<file path="src/hw/fetch_pkg.sv">
package fetch_pkg;

	// widths of the fetch datapath and of the instruction memory port
	localparam int addr_w = 64;
	localparam int data_w = 64;
	localparam int inst_w = 32;
	localparam int resp_w = 2;

	typedef logic [addr_w-1:0] addr_t;
	typedef logic [data_w-1:0] data_t;
	typedef logic [inst_w-1:0] inst_t;
	typedef logic [resp_w-1:0] resp_t;

	// any other response code is treated as an access fault
	localparam resp_t resp_okay = 2'b00;

	// one slot of the fetch buffer, as seen by decode
	typedef struct packed {
		addr_t pc;
		inst_t inst;
		logic  fault;
	} fetch_entry_t;

endpackage

</file>
<file path="src/hw/isa_pkg.sv">
package isa_pkg;

	// address of the first fetch after reset
	localparam fetch_pkg::addr_t reset_vector = 64'h0000_0000_8000_0000;

	// no compressed instructions, so the PC always steps by one word
	localparam fetch_pkg::addr_t inst_bytes = 64'd4;

	// a squashed slot carries this all-zero word, which decode treats as a bubble
	localparam fetch_pkg::inst_t bubble_inst = 32'h0000_0000;

endpackage

</file>
<file path="src/hw/pc_gen.sv">
`timescale 1ns/1ps

module pc_gen #(
	parameter int DEPTH = 4
) (
	input  logic             clk,
	input  logic             reset,
	input  logic             redirect,
	input  fetch_pkg::addr_t redirect_pc,
	input  logic             pop,
	output logic             req,
	output fetch_pkg::addr_t req_addr,
	output logic             tag_push,
	output logic             tag
);

	localparam int CNT_W = $clog2(DEPTH + 1);

	fetch_pkg::addr_t pc;
	logic             epoch;
	logic             run;
	logic [CNT_W-1:0] credit;

	// credit covers every request in flight plus every entry still held in the
	// instruction buffer, so neither buffer can overflow
	assign req = run && !redirect && (credit < CNT_W'(DEPTH));

	assign req_addr = pc;

	// every request leaves its epoch behind in the tag buffer
	assign tag_push = req;
	assign tag      = epoch;

	always_ff @(posedge clk) begin
		if (reset) begin
			pc    <= isa_pkg::reset_vector;
			epoch <= 1'b0;
			run   <= 1'b0;
		end else begin
			// fetch starts one cycle after reset is released
			run <= 1'b1;
			if (redirect) begin
				pc    <= redirect_pc;
				epoch <= ~epoch;
			end else if (req) begin
				pc <= pc + isa_pkg::inst_bytes;
			end
		end
	end

	always_ff @(posedge clk) begin
		if (reset) begin
			credit <= '0;
		end else begin
			case ({req, pop})
				2'b10: begin
					credit <= credit + 1'b1;
				end
				2'b01: begin
					credit <= credit - 1'b1;
				end
				default: begin
					credit <= credit;
				end
			endcase
		end
	end

	// the decode side can only pop what was requested before
	a_credit_bound: assert property (
		@(posedge clk) disable iff (reset)
		credit <= CNT_W'(DEPTH)
	) else $error("pc_gen: credit count %0d exceeds DEPTH %0d", credit, DEPTH);

endmodule

</file>
<file path="src/hw/fetch_resp.sv">
`timescale 1ns/1ps

module fetch_resp (
	input  logic                    clk,
	input  logic                    reset,
	input  logic                    r_valid,
	input  fetch_pkg::data_t        r_data,
	input  fetch_pkg::addr_t        r_addr,
	input  fetch_pkg::resp_t        resp,
	input  logic                    tag_empty,
	input  logic                    tag,
	input  logic                    redirect,
	output logic                    tag_pop,
	output logic                    push,
	output fetch_pkg::fetch_entry_t entry
);

	logic             epoch;
	logic             stale;
	fetch_pkg::inst_t word;

	// local copy of the epoch, kept in step with the one in pc_gen
	always_ff @(posedge clk) begin
		if (reset) begin
			epoch <= 1'b0;
		end else if (redirect) begin
			epoch <= ~epoch;
		end
	end

	// a response in the redirect cycle already belongs to the old path
	assign stale = (tag != (epoch ^ redirect));

	// the beat holds two words, address bit 2 picks the upper one
	assign word = r_addr[2] ? r_data[63:32] : r_data[31:0];

	// each response consumes its tag and always produces one slot
	assign tag_pop = r_valid;
	assign push    = r_valid;

	always_comb begin
		entry.pc    = r_addr;
		entry.inst  = word;
		entry.fault = 1'b0;
		if (stale) begin
			entry.inst = isa_pkg::bubble_inst;
		end else if (resp != fetch_pkg::resp_okay) begin
			entry.inst  = isa_pkg::bubble_inst;
			entry.fault = 1'b1;
		end
	end

	// memory only answers requests that pc_gen has tagged
	a_resp_tagged: assert property (
		@(posedge clk) disable iff (reset)
		r_valid |-> !tag_empty
	) else $error("fetch_resp: response without an outstanding request");

endmodule

</file>
<file path="src/hw/fetch_fifo.sv">
`timescale 1ns/1ps

module fetch_fifo #(
	parameter int DEPTH = 4,
	parameter type entry_t = logic
) (
	input  logic   clk,
	input  logic   reset,
	input  logic   push,
	input  entry_t push_data,
	input  logic   pop,
	output entry_t pop_data,
	output logic   empty,
	output logic   full
);

	localparam int PTR_W = (DEPTH > 1) ? $clog2(DEPTH) : 1;
	localparam int CNT_W = $clog2(DEPTH + 1);

	entry_t           mem [DEPTH];
	logic [PTR_W-1:0] rd_ptr;
	logic [PTR_W-1:0] wr_ptr;
	logic [CNT_W-1:0] count;

	// pointers wrap explicitly so that DEPTH need not be a power of two
	function automatic logic [PTR_W-1:0] next_ptr(input logic [PTR_W-1:0] ptr);
		if (ptr == PTR_W'(DEPTH - 1)) begin
			return '0;
		end
		return ptr + 1'b1;
	endfunction

	assign empty    = (count == '0);
	assign full     = (count == CNT_W'(DEPTH));
	assign pop_data = mem[rd_ptr];

	always_ff @(posedge clk) begin
		if (push) begin
			mem[wr_ptr] <= push_data;
		end
	end

	always_ff @(posedge clk) begin
		if (reset) begin
			rd_ptr <= '0;
			wr_ptr <= '0;
			count  <= '0;
		end else begin
			if (push) begin
				wr_ptr <= next_ptr(wr_ptr);
			end
			if (pop) begin
				rd_ptr <= next_ptr(rd_ptr);
			end
			case ({push, pop})
				2'b10: begin
					count <= count + 1'b1;
				end
				2'b01: begin
					count <= count - 1'b1;
				end
				default: begin
					count <= count;
				end
			endcase
		end
	end

	// the credit scheme upstream is what keeps both of these quiet
	a_no_overflow: assert property (
		@(posedge clk) disable iff (reset)
		push |-> !full
	) else $error("fetch_fifo: push while full");

	a_no_underflow: assert property (
		@(posedge clk) disable iff (reset)
		pop |-> !empty
	) else $error("fetch_fifo: pop while empty");

endmodule

</file>
<file path="src/hw/fetch_stage.sv">
`timescale 1ns/1ps

module fetch_stage (
	input  logic                    clk,
	input  logic                    reset,
	input  logic                    empty,
	input  fetch_pkg::fetch_entry_t head,
	input  logic                    ready,
	output logic                    pop,
	output logic                    out_valid,
	output fetch_pkg::addr_t        out_pc,
	output fetch_pkg::inst_t        out_inst,
	output fetch_pkg::addr_t        out_snpc,
	output logic                    out_fault
);

	// take the next slot when the register is free or being drained this cycle
	assign pop = !empty && (!out_valid || ready);

	always_ff @(posedge clk) begin
		if (reset) begin
			out_valid <= 1'b0;
		end else if (pop) begin
			out_valid <= 1'b1;
		end else if (ready) begin
			out_valid <= 1'b0;
		end
	end

	// payload only moves on a pop, so it holds while decode stalls
	always_ff @(posedge clk) begin
		if (pop) begin
			out_pc    <= head.pc;
			out_inst  <= head.inst;
			out_fault <= head.fault;
		end
	end

	// sequential next PC, no compressed instructions
	assign out_snpc = out_pc + isa_pkg::inst_bytes;

	// decode may sample at any point of a stall and must see the same slot
	a_hold_on_stall: assert property (
		@(posedge clk) disable iff (reset)
		(out_valid && !ready) |=>
			(out_valid && $stable(out_pc) && $stable(out_inst) && $stable(out_fault))
	) else $error("fetch_stage: outputs changed while stalled");

endmodule

</file>
<file path="src/hw/fetch_top.sv">
`timescale 1ns/1ps

module fetch_top #(
	parameter int DEPTH = 4
) (
	input  logic             clk,
	input  logic             reset,
	input  logic             redirect,
	input  fetch_pkg::addr_t redirect_pc,
	input  logic             r_valid,
	input  fetch_pkg::data_t r_data,
	input  fetch_pkg::addr_t r_addr,
	input  fetch_pkg::resp_t resp,
	input  logic             ready,
	output logic             req,
	output fetch_pkg::addr_t req_addr,
	output logic             out_valid,
	output fetch_pkg::addr_t out_pc,
	output fetch_pkg::inst_t out_inst,
	output fetch_pkg::addr_t out_snpc,
	output logic             out_fault
);

	logic                    tag_push;
	logic                    tag_in;
	logic                    tag_pop;
	logic                    tag_head;
	logic                    tag_empty;
	logic                    inst_push;
	logic                    inst_pop;
	logic                    inst_empty;
	fetch_pkg::fetch_entry_t inst_entry;
	fetch_pkg::fetch_entry_t inst_head;

	pc_gen #(
		.DEPTH(DEPTH)
	) pc_gen0 (
		.clk        (clk),
		.reset      (reset),
		.redirect   (redirect),
		.redirect_pc(redirect_pc),
		.pop        (inst_pop),
		.req        (req),
		.req_addr   (req_addr),
		.tag_push   (tag_push),
		.tag        (tag_in)
	);

	// epoch of every request still waiting for its response
	fetch_fifo #(
		.DEPTH  (DEPTH),
		.entry_t(logic)
	) tag_fifo (
		.clk      (clk),
		.reset    (reset),
		.push     (tag_push),
		.push_data(tag_in),
		.pop      (tag_pop),
		.pop_data (tag_head),
		.empty    (tag_empty),
		.full     ()
	);

	fetch_resp fetch_resp0 (
		.clk      (clk),
		.reset    (reset),
		.r_valid  (r_valid),
		.r_data   (r_data),
		.r_addr   (r_addr),
		.resp     (resp),
		.tag_empty(tag_empty),
		.tag      (tag_head),
		.redirect (redirect),
		.tag_pop  (tag_pop),
		.push     (inst_push),
		.entry    (inst_entry)
	);

	fetch_fifo #(
		.DEPTH  (DEPTH),
		.entry_t(fetch_pkg::fetch_entry_t)
	) inst_fifo (
		.clk      (clk),
		.reset    (reset),
		.push     (inst_push),
		.push_data(inst_entry),
		.pop      (inst_pop),
		.pop_data (inst_head),
		.empty    (inst_empty),
		.full     ()
	);

	fetch_stage fetch_stage0 (
		.clk      (clk),
		.reset    (reset),
		.empty    (inst_empty),
		.head     (inst_head),
		.ready    (ready),
		.pop      (inst_pop),
		.out_valid(out_valid),
		.out_pc   (out_pc),
		.out_inst (out_inst),
		.out_snpc (out_snpc),
		.out_fault(out_fault)
	);

endmodule

</file>
<file path="config.mk">
export PLATFORM = sky130hd
export DESIGN_NAME = fetch_top
export DESIGN_NICKNAME = d
export VERILOG_FILES = /design/src/hw/fetch_pkg.sv /design/src/hw/isa_pkg.sv /design/src/hw/pc_gen.sv /design/src/hw/fetch_resp.sv /design/src/hw/fetch_fifo.sv /design/src/hw/fetch_stage.sv /design/src/hw/fetch_top.sv
export SDC_FILE = /design/constraint.sdc
export NUM_CORES = 1
export LEC_CHECK = 0
export ABC_AREA = 1
export BUFFER_PORTS_ARGS = -buffer_cell sky130_fd_sc_hd__buf_2
export CAP_MARGIN = 10
export CORE_MARGIN = 2
export CORE_UTILIZATION = 30
export CTS_CLUSTER_SIZE = 40
export DETAILED_ROUTE_END_ITERATION = 12
export GPL_TIMING_DRIVEN = 0
export PLACE_DENSITY = 0.54
export SLEW_MARGIN = 15
export SYNTH_ARGS = -nofsm -noshare
export SYNTH_HDL_FRONTEND = slang
export SYNTH_SLANG_ARGS = --single-unit
</file>
<file path="constraint.sdc">
create_clock -name clk -period 23.5 [get_ports clk]
set_input_delay 4.7 -clock clk [delete_from_list [all_inputs] [get_ports clk]]
set_output_delay 4.7 -clock clk [all_outputs]
set_load 0.005 [all_outputs]
</file>
==> summary.md <==
| Metric | Value |
|---|---|
| Vias per cell | `4.91` |
| TritonCTS clock tree | `done` |
| Number of synthesized flops with an enable pin | `489` |
| Slowest CP cell | `buf_2` |
| Number of gates resized after CTS | `0` |
| Worst-path clk slew | `0.06 ns` |
| Multiplexer area fraction after synthesis | `1.27%` |
| Die height | `294 um` |
| Maxcap violations | `0` |
| Final nets | `3052` |
| Post-Route WL | `84.8 mm` |
| Worst Skew | `0.0352 ns` |
| Drc violations | `0` |
| Mapped Cells | `2334` |
| Static leakage | `11.6 nW` |
| Final TNS setup | `0 ns` |
| Largest family of logic cells by synthesized area | `simple AND/OR/NAND/NOR gates` |
| Io pins | `426` |
| Seq cells post-synth | `573` |
| Most used DFF post-synth | `edfxtp_1` |
| Post-Synth Simple-Gate Area | `15.9%` |
| Post-layout util | `37.5%` |
| Hold crit path type | `flip-flop to flip-flop` |
| Final hold violation count | `0` |
| Largest area contributor in the netlist | `edfxtp_1` |
| Clock buffer count from CTS | `67` |
| WHS | `0.502 ns` |
| Setup violators final | `0` |
| GPL Wtd Cong | `0.993` |
| Via count | `19600` |
| CTS Buffer Depth | `3` |
| Syn avg cell area | `10.8 um2` |
| Slew Viols, Final | `0` |
| All-Layer GR Usage | `19.2%` |
| Seq/Total Area, Yosys | `65.0%` |
| Final ANT Viol Nets | `0` |
| Non-filler cells, final | `3980` |
| Layout area overhead | `24.1%` |
| CP Capture Type | `primary output` |
| Outcome | `completed` |
| Yosys top cell area share | `58.3%` |
| Root Buffer | `clkbuf_16` |
| Final HPWL from detailed placement | `61.2 mm` |
| Slowest cell delay on critical path | `0.36 ns` |
| Setup Buffers After CTS | `0` |
| Startpoint Class | `input port` |
| Port Buffers | `423` |
| Most frequent cells in the layout | `edfxtp_1, buf_2, nor2_1` |
| Data arrival, critical path | `6.14 ns` |
| CP dominant cell by count | `buf_2` |
| Actual slew at the worst max-slew pin | `0.888 ns` |
| Initial Util | `30.2%` |
| Die area | `0.0863 mm2` |
| Largest net degree at the start of global routing | `67` |
| TritonRoute pass-1 iters | `5` |
| Final Critical Period | `10.84 ns` |
| Unrepaired setup endpoints after global routing | `no` |
| Netlist cell types | `47` |
| Initial antenna violation count | `25` |
| Crit path cell chain | `buf_2 > inv_2 > nand2_1 > nor2_4 > buf_2 > buf_4 > buf_2` |
| Layout cell share with drive strength beyond 1 | `22.3%` |
| First-pass GRT wire length | `123 mm` |
| Complex-gate fraction of the synthesized area | `10.4%` |
| Crit Path Max Fanout | `10` |
| # rows | `106` |
| Post-Syn Area | `0.0252 mm2` |
| Tot Pwr | `3.52 mW` |
| Commonest non-fill, non-tap cell in the layout | `edfxtp_1` |
| Fmax | `92.3 MHz` |
| WP data required | `18.80 ns` |
| Syn_nets | `2549` |
| Async S/R FF share, synth | `0%` |
| Via count of the first global-routing pass | `18800` |
| Synth Area in Adders | `0.854%` |
| # clock sinks | `573` |
| Power Density | `113 mW/mm2` |
| Hold-fix buffers at CTS | `0` |
| Max VDD drop | `53.9 uV` |
| Ranking of synthesized cells by area | `edfxtp_1, dfxtp_1, nor2_1` |
| Total grt overflow | `0` |
| Placed insts | `3848` |
| Ys Warns | `0` |
| Critical path type | `input port to primary output` |
| DR iter-0 viols | `1556` |
| Slew margin rel. | `40.8%` |
| Drt wl/cell | `21.3 um` |
| Core area | `0.0834 mm2` |
| Die X | `294 um` |
| H-tree levels | `3` |
| Tcrit/Tclk final | `46.1%` |
| Skew-Pair Late Insertion Delay | `0.62 ns` |
| Xor and xnor area share after synthesis | `2.98%` |
Yosys cell counts, types with 12 or more instances:
master / n
nor2_2: 16
dfxtp_1: 84
nand4_1: 12
a31oi_1: 13
o22ai_1: 97
mux2i_1: 32
edfxtp_1: 489
clkbuf_1: 70
inv_1: 124
nand2_2: 18
nand2_1: 318
xor2_1: 44
a22oi_1: 47
nor3_1: 29
a21oi_1: 63
xnor2_1: 40
o21ai_0: 211
nand3_1: 90
buf_2: 24
nor2_1: 423
ha_1: 14
power by group:
part           total [mW]  switching, mW  leakage, nW  internal, mW
logic               0.983          0.634         5.23         0.349
clock network        1.05          0.444         1.08         0.605
registers            1.49          0.172         5.27          1.31
state kept, by name, summed over array words and instances, names as in the netlist, 3 cells and up, named ones only:
name,cells
pc_gen0.req_addr,64
inst_fifo.count,3
inst_fifo.mem,388
tag_fifo.mem,4
pc_gen0.credit,3
fetch_stage0.out_inst,32
fetch_stage0.out_pc,64
critical path: cells and delay by family:
kind	cells	cell delay [ns]
buf+inv	5	1.05
simple gates	2	0.37
layer usage:
metal	track usage [%]	part of all wire, %
met1	25.9	44
met2	30.6	47
met5	0	0.18
met3	3.95	6.4
met4	6.47	2.8
final cells by class:
cell class,instances,area [um2]
Multi-Input combinational cell,1530,7930
Sequential cell,573,16400
Clock buffer,78,1760
Antenna cell,10,25.0
Clock inverter,44,490
Timing Repair Buffer,434,2400
Fill cell,8294,52200
Buffer,101,424
Inverter,130,508
Tap cell,1080,1350
through the flow:
step	setup slack [ns]	cell area, um2
floorplan	12.04	25200
global placement	7.01	28700
detailed placement	12.70	29000
CTS	12.69	31200
global route	12.61	31200
finish	12.66	31300
path summary, 6_finish.rpt:
kind / slack [ns] / to / from / cells after the start
worst max-delay path: 12.66 / req / redirect / 7
worst min-delay path: 0.50 / pc_gen0.credit[2] / pc_gen0.credit[2] / 2
worst max register to register: 20.87 / fetch_stage0.out_pc[59] / inst_fifo.rd_ptr[1] / 5
worst min register to register: 0.50 / pc_gen0.credit[2] / pc_gen0.credit[2] / 2
logic make-up after synthesis:
| group | after synthesis |
|---|---|
| flip-flops | 573 |
| AO/OA/AOI/OAI | 458 |
| buffers and inverters | 231 |
| XOR/XNOR | 85 |
| adder cells (fa/ha/maj) | 16 |
| AND/OR/NAND/NOR | 939 |
| multiplexers | 32 |
(Power assumes the default switching activity.)
